<file path="src/source/lsu_pkg.sv">
`default_nettype none

package lsu_pkg;

    // memory opcodes, same order as the CPU decode
    typedef enum logic [2:0] {
        LDB  = 3'd0,
        LDH  = 3'd1,
        LDW  = 3'd2,
        LDBU = 3'd3,
        LDHU = 3'd4,
        STB  = 3'd5,
        STH  = 3'd6,
        STW  = 3'd7
    } mem_op_e;

    typedef enum logic [1:0] {
        S_IDLE, // ready for a request
        S_WAIT, // cache access outstanding
        S_RESP  // response on the CPU side
    } stage_state_e;

    typedef enum logic [1:0] {
        C_IDLE,
        C_HIT,  // hit data in rdata
        C_BUS,  // wishbone cycle open
        C_DONE
    } cache_state_e;

    // direct-mapped cache, one word per line
    localparam int LINE_COUNT = 16;
    localparam int INDEX_W    = 4;  // byte address 5:2
    localparam int TAG_W      = 26; // byte address 31:6

    localparam int RAM_WORDS  = 256;
    localparam int RAM_ADDR_W = 8;  // word address, byte address 9:2

endpackage

`default_nettype wire

</file>
<file path="src/source/dcache_if.sv">
`timescale 1ns/1ps
`default_nettype none

interface dcache_if;
    logic        valid; // request present
    logic        we;    // store
    logic [31:0] addr;  // byte address
    logic [3:0]  wstrb; // byte enables
    logic [31:0] wdata; // already in its byte lanes
    logic        done;  // one-cycle completion pulse
    logic [31:0] rdata; // full aligned word

    modport stage (
        output valid, we, addr, wstrb, wdata,
        input  done, rdata
    );

    modport cache (
        input  valid, we, addr, wstrb, wdata,
        output done, rdata
    );

endinterface

`default_nettype wire

</file>
<file path="src/source/mem_stage.sv">
`timescale 1ns/1ps
`default_nettype none

module mem_stage (
    input  wire                      clk,
    input  wire                      rstn,
    input  wire                      req_valid,
    input  wire lsu_pkg::mem_op_e    req_op,
    input  wire  [31:0]              req_base,
    input  wire  [31:0]              req_imm,
    input  wire  [31:0]              req_wdata,
    input  wire  [5:0]               req_rd,
    output logic                     req_ready,
    output logic                     resp_valid,
    output logic                     resp_err,
    output logic [5:0]               resp_rd,
    output logic [31:0]              resp_data,
    dcache_if.stage                  mem
);

    lsu_pkg::stage_state_e state;
    lsu_pkg::mem_op_e      op_q;     // opcode kept for the return path
    logic [1:0]            lo_q;     // byte offset in the word
    logic [31:0]           eff_addr;
    logic                  misaligned;
    logic                  is_store;
    logic [3:0]            strb;
    logic [31:0]           lane_data;
    logic [7:0]            ld_byte;
    logic [15:0]           ld_half;
    logic [31:0]           load_data;

    assign eff_addr   = req_base + req_imm;
    assign req_ready  = (state == lsu_pkg::S_IDLE);
    assign resp_valid = (state == lsu_pkg::S_RESP);
    assign is_store   = (req_op == lsu_pkg::STB) || (req_op == lsu_pkg::STH) ||
                        (req_op == lsu_pkg::STW);

    // alignment check, byte lane enables and store data lanes
    always_comb begin
        misaligned = 1'b0;
        strb       = 4'b0000;
        lane_data  = req_wdata;
        case (req_op)
            lsu_pkg::LDH, lsu_pkg::LDHU: misaligned = eff_addr[0];
            lsu_pkg::LDW:                misaligned = |eff_addr[1:0];
            lsu_pkg::STB: begin
                strb      = 4'b0001 << eff_addr[1:0];
                lane_data = {4{req_wdata[7:0]}};
            end
            lsu_pkg::STH: begin
                misaligned = eff_addr[0];
                strb       = eff_addr[1] ? 4'b1100 : 4'b0011;
                lane_data  = {2{req_wdata[15:0]}};
            end
            lsu_pkg::STW: begin
                misaligned = |eff_addr[1:0];
                strb       = 4'b1111;
            end
            default: ;
        endcase
    end

    // pick the addressed byte or halfword out of the returned word
    assign ld_byte = mem.rdata[{lo_q, 3'b000} +: 8];
    assign ld_half = lo_q[1] ? mem.rdata[31:16] : mem.rdata[15:0];

    always_comb begin
        case (op_q)
            lsu_pkg::LDB:  load_data = {{24{ld_byte[7]}}, ld_byte};
            lsu_pkg::LDH:  load_data = {{16{ld_half[15]}}, ld_half};
            lsu_pkg::LDW:  load_data = mem.rdata;
            lsu_pkg::LDBU: load_data = {24'd0, ld_byte};
            lsu_pkg::LDHU: load_data = {16'd0, ld_half};
            default:       load_data = 32'd0; // stores return zero
        endcase
    end

    always_ff @(posedge clk) begin
        if (!rstn) begin
            state     <= lsu_pkg::S_IDLE;
            mem.valid <= 1'b0;
        end else begin
            case (state)
                lsu_pkg::S_IDLE: begin
                    if (req_valid) begin
                        if (misaligned) begin
                            state <= lsu_pkg::S_RESP; // answered without the cache
                        end else begin
                            state     <= lsu_pkg::S_WAIT;
                            mem.valid <= 1'b1;
                        end
                    end
                end
                lsu_pkg::S_WAIT: begin
                    if (mem.done) begin
                        state     <= lsu_pkg::S_RESP;
                        mem.valid <= 1'b0;
                    end
                end
                lsu_pkg::S_RESP: state <= lsu_pkg::S_IDLE;
                default:         state <= lsu_pkg::S_IDLE;
            endcase
        end
    end

    // request fields held for the cache, response fields for the CPU
    always_ff @(posedge clk) begin
        if (req_ready && req_valid) begin
            mem.we    <= is_store;
            mem.addr  <= eff_addr;
            mem.wstrb <= strb;
            mem.wdata <= lane_data;
            op_q      <= req_op;
            lo_q      <= eff_addr[1:0];
            resp_rd   <= req_rd;
            resp_err  <= misaligned;
            resp_data <= 32'd0;
        end else if (state == lsu_pkg::S_WAIT && mem.done) begin
            resp_data <= load_data;
        end
    end

endmodule

`default_nettype wire

</file>
<file path="src/flat_wrapper.sv">
// flat-port wrapper written by rule: the top's interface ports become plain ports
module mem_stage_flat 
  (clk, rstn, req_valid, req_op, req_base, req_imm, req_wdata, req_rd, req_ready, resp_valid, resp_err, resp_rd, resp_data, mem_valid, mem_we, mem_addr, mem_wstrb, mem_wdata, mem_done, mem_rdata);
  dcache_if mem_i ();
  input  wire clk;
  input  wire rstn;
  input  wire req_valid;
  input  wire lsu_pkg::mem_op_e req_op;
  input  wire  [31:0] req_base;
  input  wire  [31:0] req_imm;
  input  wire  [31:0] req_wdata;
  input  wire  [5:0] req_rd;
  output logic req_ready;
  output logic resp_valid;
  output logic resp_err;
  output logic [5:0] resp_rd;
  output logic [31:0] resp_data;
  output wire logic [$bits(mem_i.valid)-1:0] mem_valid;
  output wire logic [$bits(mem_i.we)-1:0] mem_we;
  output wire logic [$bits(mem_i.addr)-1:0] mem_addr;
  output wire logic [$bits(mem_i.wstrb)-1:0] mem_wstrb;
  output wire logic [$bits(mem_i.wdata)-1:0] mem_wdata;
  input wire logic [$bits(mem_i.done)-1:0] mem_done;
  input wire logic [$bits(mem_i.rdata)-1:0] mem_rdata;
  assign mem_valid = mem_i.valid;
  assign mem_we = mem_i.we;
  assign mem_addr = mem_i.addr;
  assign mem_wstrb = mem_i.wstrb;
  assign mem_wdata = mem_i.wdata;
  assign mem_i.done = mem_done;
  assign mem_i.rdata = mem_rdata;
  mem_stage u_core (.clk(clk), .rstn(rstn), .req_valid(req_valid), .req_op(req_op), .req_base(req_base), .req_imm(req_imm), .req_wdata(req_wdata), .req_rd(req_rd), .req_ready(req_ready), .resp_valid(resp_valid), .resp_err(resp_err), .resp_rd(resp_rd), .resp_data(resp_data), .mem(mem_i));
endmodule
</file>
<file path="config.mk">
export PLATFORM = sky130hd
export DESIGN_NAME = mem_stage_flat
export DESIGN_NICKNAME = d
export VERILOG_FILES = /design/src/source/lsu_pkg.sv /design/src/source/dcache_if.sv /design/src/source/mem_stage.sv /design/src/flat_wrapper.sv
export SDC_FILE = /design/constraint.sdc
export NUM_CORES = 1
export LEC_CHECK = 0
export BUFFER_PORTS_ARGS = -buffer_cell sky130_fd_sc_hd__buf_4
export CAP_MARGIN = 10
export CORE_MARGIN = 4
export CORE_UTILIZATION = 35
export DETAILED_ROUTE_END_ITERATION = 16
export PLACE_DENSITY = 0.69
export REMOVE_ABC_BUFFERS = 1
export SLEW_MARGIN = 20
export SYNTH_ARGS = -nofsm -noshare
export SYNTH_HDL_FRONTEND = slang
export SYNTH_SLANG_ARGS = --single-unit
</file>
<file path="constraint.sdc">
create_clock -name clk -period 2.8 [get_ports clk]
set_input_delay 0.28 -clock clk [delete_from_list [all_inputs] [get_ports clk]]
set_output_delay 0.28 -clock clk [all_outputs]
set_load 0.05 [all_outputs]
</file>
==> results.sh, run 1 <==
export IMPL_status="finished, final reports clean"
export IMPL_fin_crit_ns=2.34
export IMPL_synthSimpleGateAreaFrac_pct=10.5
export IMPL_finalWirelength_mm=19.6
export IMPL_layout_common_cells="buf_4, edfxtp_1, nand2_1"
export IMPL_arrival_ns=2.49
export IMPL_fin_nets=1033
export IMPL_worstSetupPathType="in2reg"
export IMPL_synth_mux_area_fraction_pct=6.14
export IMPL_worst_slew_pin_slew_ns=1.06
export IMPL_clk_root_buffer_cell="clkbuf_16"
export IMPL_diodes=0
export IMPL_place_hpwl_mm=15.0
export IMPL_synth_compound_area_share_pct=21.6
export IMPL_track_usage_pct=18.6
export IMPL_row_count=49
export IMPL_drt_iter0_drc=270
export IMPL_gp_congestion=0.889
export IMPL_yosysSeqAreaShare_pct=48.0
export IMPL_drive_above_1_share_pct=37.7
export IMPL_numCtsBuffers=17
export IMPL_synth_area_um2=6400
export IMPL_post_dp_cell_area_um2=8530
export IMPL_hold_viol_final=0
export IMPL_num_vias=5826
export IMPL_maxClockFrequency_mhz=427
export IMPL_cts_hold_buf=0
export IMPL_syn_to_final_growth_pct=42.4
export IMPL_worstRegToRegCells=5
export IMPL_antenna_found_initial=0
export IMPL_path_clk_slew_ns=0.05
export IMPL_synth_edf_count=79
export IMPL_grt_start_max_net_pins=47
export IMPL_cts_tree="yes"
export IMPL_maxCapViolations=0
export IMPL_relSlewSlack_pct=29.0
export IMPL_post_drt_wl_per_cell_um=17.8
export IMPL_utilization_pct=50.7
export IMPL_first_pass_iters=5
export IMPL_endpoint="u_core.mem.addr[18]"
export IMPL_ys_warn_count=0
export IMPL_setup_viol=0
export IMPL_ys_flop_type="edfxtp_1"
export IMPL_ys_types=67
export IMPL_postSynthCellCount=612
export IMPL_power_density_nw_per_um2=660
export IMPL_yosys_area_share_xor_xnor_pct=4.52
export IMPL_critical_path_reg2reg_endpoint="u_core.resp_data[18]"
export IMPL_die_w_um=143
export IMPL_p_total_mw=6.01
export IMPL_ff2ff_setup_slack_ns=0.62
export IMPL_drv_slew=0
export IMPL_synth_seq_cells=114
export IMPL_critPathLaunchType="input port"
export IMPL_grt_pass1_wl_mm=29.7
export IMPL_vias_per_cell=5.29
export IMPL_cp_end_kind="flop"
export IMPL_synth_async_sr_flop_share_pct=0
export IMPL_grt_pass1_vias=5631
export IMPL_worstHoldPathType="in2reg"
export IMPL_ios=252
export IMPL_clk_latency_ns=0.41
export IMPL_leakagePower_nw=3.86
export IMPL_finalInstanceArea_um2=9110
export IMPL_clockBufferDepth=2
export IMPL_clkSinkCount=114
export IMPL_hold_slack_ns=0.0431
export IMPL_synth_avg_cell_area_um2=10.5
export IMPL_place_port_buffers=251
export IMPL_regToRegStartpoint="u_core.mem.addr[1]"
export IMPL_grt_overflow=0
export IMPL_cts_max_level=4
export IMPL_cp_startpoint="req_base[0]"
export IMPL_rsz0062_at_grt="no"
export IMPL_dieHeight_um=143
export IMPL_crit_path_max_fanout=3
export IMPL_final_antenna_net_count=0
export IMPL_die_area_um2=20500
export IMPL_min_period_over_period_pct=83.6
export IMPL_peakVddDrop_uv=442
export IMPL_synth_top_family_by_area="compound AO/OA/AOI/OAI gates"
export IMPL_skew_ns=0.00511
export IMPL_drc=0
export IMPL_layout_commonest_cell="buf_4"
export IMPL_start_util_pct=35.6
export IMPL_postCtsSetupBuffers=0
export IMPL_cp_required_ns=2.95
export IMPL_synth_adder_area_share_pct=6.37
export IMPL_ctsResizeCount=0
export IMPL_core_um2=18000
logic make-up (layout without fill, tap and decap cells):
group	count (synthesis)	after routing
DFF	114	114
AOI/OAI and AO/OA	208	208
muxes	35	35
adders and majority gates	32	32
and+or+nand+nor	143	143
xor gates and xnor gates	33	33
buffers and inverters	47	308
cell usage after synthesis, drive strengths merged (6+ instances only):
cell / count / area (um2)
a21oi: 52 / 260
and3: 6 / 42.5
inv: 15 / 56.3
a21boi: 6 / 45.0
a211oi: 9 / 77.6
a221oi: 8 / 70.1
buf: 8 / 33.8
nor2: 27 / 101
clkbuf: 24 / 91.3
dfxtp: 35 / 701
xor2: 16 / 140
o21ai: 56 / 284
nand2b: 13 / 81.3
mux2i: 10 / 100
ha: 31 / 388
xnor2: 17 / 149
mux2: 24 / 270
a21o: 11 / 83.8
o21a: 7 / 52.6
nor3: 6 / 40.0
nor2b: 8 / 50.1
nand2: 69 / 259
a222oi: 7 / 70.1
edfxtp: 79 / 2370
o22ai: 8 / 50.1
a31oi: 15 / 109
metrics by stage:
stage	std cells	setup TNS, ns	worst slack (ns)
5_1_grt	1102	0	0.267
2_1_floorplan	580	-51.74	-0.648
4_1_cts	1102	0	0.500
3_3_place_gp	1070	0	0.154
6_report	1102	0	0.460
3_5_place_dp	1070	0	0.0508
per-layer routing:
layer,vias to the layer above,track usage [%],part of all wire [%]
li1,2815,-,-
met1,2728,23.1,41
met2,257,30.3,48
met3,26,7.43,10
met4,0,4.86,1.5
met5,-,0,0
layout make-up:
cell class / instances / area, um2
fillers: 1673 / 8850
flip-flops and latches: 114 / 3070
multi-input cells: 451 / 3150
repair buffers: 261 / 1970
inverters: 15 / 56.3
well taps: 229 / 287
clock buffers: 18 / 429
clock inverters: 14 / 145
worst max-delay path, stage by stage:
cell	delay, ns
buf_4	0.11
ha_1	0.23
fa_1	0.40
a21o_1	0.22
a221oi_1	0.38
nand3b_1	0.19
a31oi_1	0.15
o2111ai_1	0.24
o211ai_1	0.14
xor2_1	0.16
where the power goes:
part	total, mW	internal [mW]	switching, mW
logic	1.78	0.636	1.14
registers	2.09	2.02	0.0712
clock network	2.15	1.37	0.770
total	6.01	4.03	1.98
registers in the layout (all words and copies together), names as in the netlist, 2 cells and up:
| name | cells |
|---|---|
| u_core.resp_data | 32 |
| u_core.op_q | 3 |
| u_core.state | 2 |
| u_core.resp_rd | 6 |
| u_core.mem.wstrb | 4 |
| u_core.mem.wdata | 32 |
| u_core.mem.addr | 31 |
worst min-delay path by stage:
stage               cells past startpoint  slack (ns)                 from                  end
floorplan                               0        0.38         req_wdata[0]  u_core.mem.wdata[0]
global placement                        2        0.43  u_core.resp_data[1]  u_core.resp_data[1]
detailed placement                      2        0.44  u_core.resp_data[0]  u_core.resp_data[0]
CTS                                     1        0.02            req_rd[0]    u_core.resp_rd[0]
global route                            1        0.02            req_rd[5]    u_core.resp_rd[5]
finish                                  1        0.04            req_rd[0]    u_core.resp_rd[0]
No activity file was read; power rests on OpenSTA's default activity.
==> run 2: changes to the inputs <==
clock period = 1.9 ns   (was 2.8 ns; I/O delays follow)
==> run 2 against run 1 <==
  * The flow now finishes with violations (setup timing)
  * Combinational power increased by 69%
  * Core utilization up 6.3 points
  * Clock power up 53%
  * Clock-buffer cell count is 8 higher
  * Hold slack better by 0.011 ns
  * Design area rose by 12%
  * Worst setup slack got worse by 0.50 ns
  * Non-clock buffer count rose by 110
  * Critical path type unchanged
==> results.sh, run 2 (same netlist as run 1, synthesis figures left out) <==
export IMPL_relSlewSlack_pct=61.4
export IMPL_rsz0062_at_grt="yes"
export IMPL_leakagePower_nw=4.45
export IMPL_drc=0
export IMPL_power_density_nw_per_um2=918
export IMPL_fin_crit_ns=1.94
export IMPL_row_count=49
export IMPL_reg_top3="u_core.mem.wdata (32), u_core.resp_data (32), u_core.mem.addr (31)"
export IMPL_peakVddDrop_uv=620
export IMPL_grt_pass1_vias=6131
export IMPL_post_drt_wl_per_cell_um=17.6
export IMPL_dieHeight_um=143
export IMPL_final_antenna_net_count=0
export IMPL_path_clk_slew_ns=0.05
export IMPL_num_vias=6195
export IMPL_status="finished with violations"
export IMPL_hold_viol_final=0
export IMPL_diodes=0
export IMPL_hold_slack_ns=0.0543
export IMPL_die_w_um=143
export IMPL_die_area_um2=20500
export IMPL_worstSetupPathType="in2reg"
export IMPL_grt_pass1_wl_mm=31.9
export IMPL_core_um2=18000
export IMPL_violations="setup timing"
export IMPL_n_fill_cell=1591
export IMPL_clkSinkCount=114
export IMPL_track_usage_pct=20.0
export IMPL_cp_end_kind="flop"
export IMPL_crit_path_max_fanout=3
export IMPL_antenna_found_initial=0
export IMPL_drv_slew=0
export IMPL_gp_congestion=0.894
export IMPL_finalWirelength_mm=21.3
export IMPL_fin_nets=1143
export IMPL_numCtsBuffers=17
export IMPL_cts_max_level=4
export IMPL_setup_ws_ns=-0.0359
export IMPL_place_port_buffers=251
export IMPL_grt_start_max_net_pins=81
export IMPL_clk_root_buffer_cell="clkbuf_16"
export IMPL_grt_overflow=0
export IMPL_cp_required_ns=2.05
export IMPL_arrival_ns=2.08
export IMPL_vias_per_cell=5.11
export IMPL_dp_cells=1159
export IMPL_first_pass_iters=7
export IMPL_finalInstanceArea_um2=10200
export IMPL_cts_tree="yes"
export IMPL_layout_common_cells="buf_4, edfxtp_1, nand2_1"
export IMPL_place_hpwl_mm=16.0
export IMPL_ios=252
export IMPL_layout_commonest_cell="buf_4"
export IMPL_skew_ns=0.00803
export IMPL_clk_latency_ns=0.41
export IMPL_maxClockFrequency_mhz=517
export IMPL_maxCapViolations=0
export IMPL_min_period_over_period_pct=102
export IMPL_instances_no_fill=1212
export IMPL_post_dp_cell_area_um2=9200
export IMPL_clockBufferDepth=2
export IMPL_worstHoldPathType="in2reg"
export IMPL_critPathLaunchType="input port"
export IMPL_syn_to_final_growth_pct=60.1
export IMPL_worst_slew_pin_slew_ns=0.577
export IMPL_drive_above_1_share_pct=46.0
export IMPL_start_util_pct=35.6
export IMPL_p_total_mw=9.40
export IMPL_drt_iter0_drc=240
export IMPL_setup_viol=1
run 2: cell count changes in the layout (fill, tap and decap cells not counted), sizes merged:
cell / change
buf: +96
dlygate4sd3: +14
clkbuf: +8
clkinv: -5
bufinv: -2
clkinvlp: -2
inv: +1
run 2: per-stage QoR:
step           util [%]  setup WS (ns)  setup TNS, ns
4_1_cts            55.8        -0.0381        -0.0381
2_1_floorplan         -          -1.55        -132.59
6_report           57.0        -0.0359        -0.0359
5_1_grt            57.0        -0.0716         -0.151
3_5_place_dp       51.2         -0.698         -13.80
3_3_place_gp       51.2         -0.584         -10.85
run 2: final cells by class:
class / count / area, um2 / share of cell area (%)
Clock buffer: 26 / 564 / 5.51
Tap cell: 229 / 287 / 2.80
Sequential cell: 114 / 3070 / 30.0
Inverter: 15 / 56.3 / 0.550
Multi-Input combinational cell: 451 / 3330 / 32.5
Timing Repair Buffer: 371 / 2880 / 28.1
Clock inverter: 6 / 60.1 / 0.586
run 2: metal layers:
layer / vias up / GRT usage (%) / routed length, um
met1: 2887 / 24.3 / 8500
met3: 32 / 6.76 / 2020
met2: 247 / 33.2 / 10400
li1: 3029 / - / -
met5: - / 0 / 0
met4: 0 / 6.89 / 401
run 2: final timing paths:
| kind | startpoint | end | slack, ns | cells after the start |
|---|---|---|---|---|
| worst max register to register | u_core.mem.addr[1] | u_core.resp_data[11] | 0.06 | 5 |
| worst min register to register | u_core.resp_data[12] | u_core.resp_data[12] | 0.45 | 2 |
| worst min-delay path | rstn | u_core.state[0] | 0.05 | 3 |
| worst max-delay path | req_base[0] | u_core.mem.addr[18] | -0.04 | 10 |
run 2: timing repair:
action	CTS	global route
resized for setup	12	30
gates cloned	0	0
endpoints found under the setup margin	44	36
hold buffers	14	0
hold endpoints to repair	14	0
pin swaps	8	26
setup buffers	0	8
run 2: critical path: stages:
cell,delay [ns]
buf_6,0.10
ha_4,0.16
fa_2,0.34
a21o_1,0.23
a221oi_2,0.29
nand3b_1,0.19
a31oi_2,0.12
o2111ai_1,0.20
o211ai_1,0.12
xor2_1,0.15
run 2: power breakdown:
part	switching [mW]	leakage [nW]	internal, mW
sequential	0.108	1.04	2.98
combinational	1.79	3.09	1.23
clock	1.12	0.311	2.18
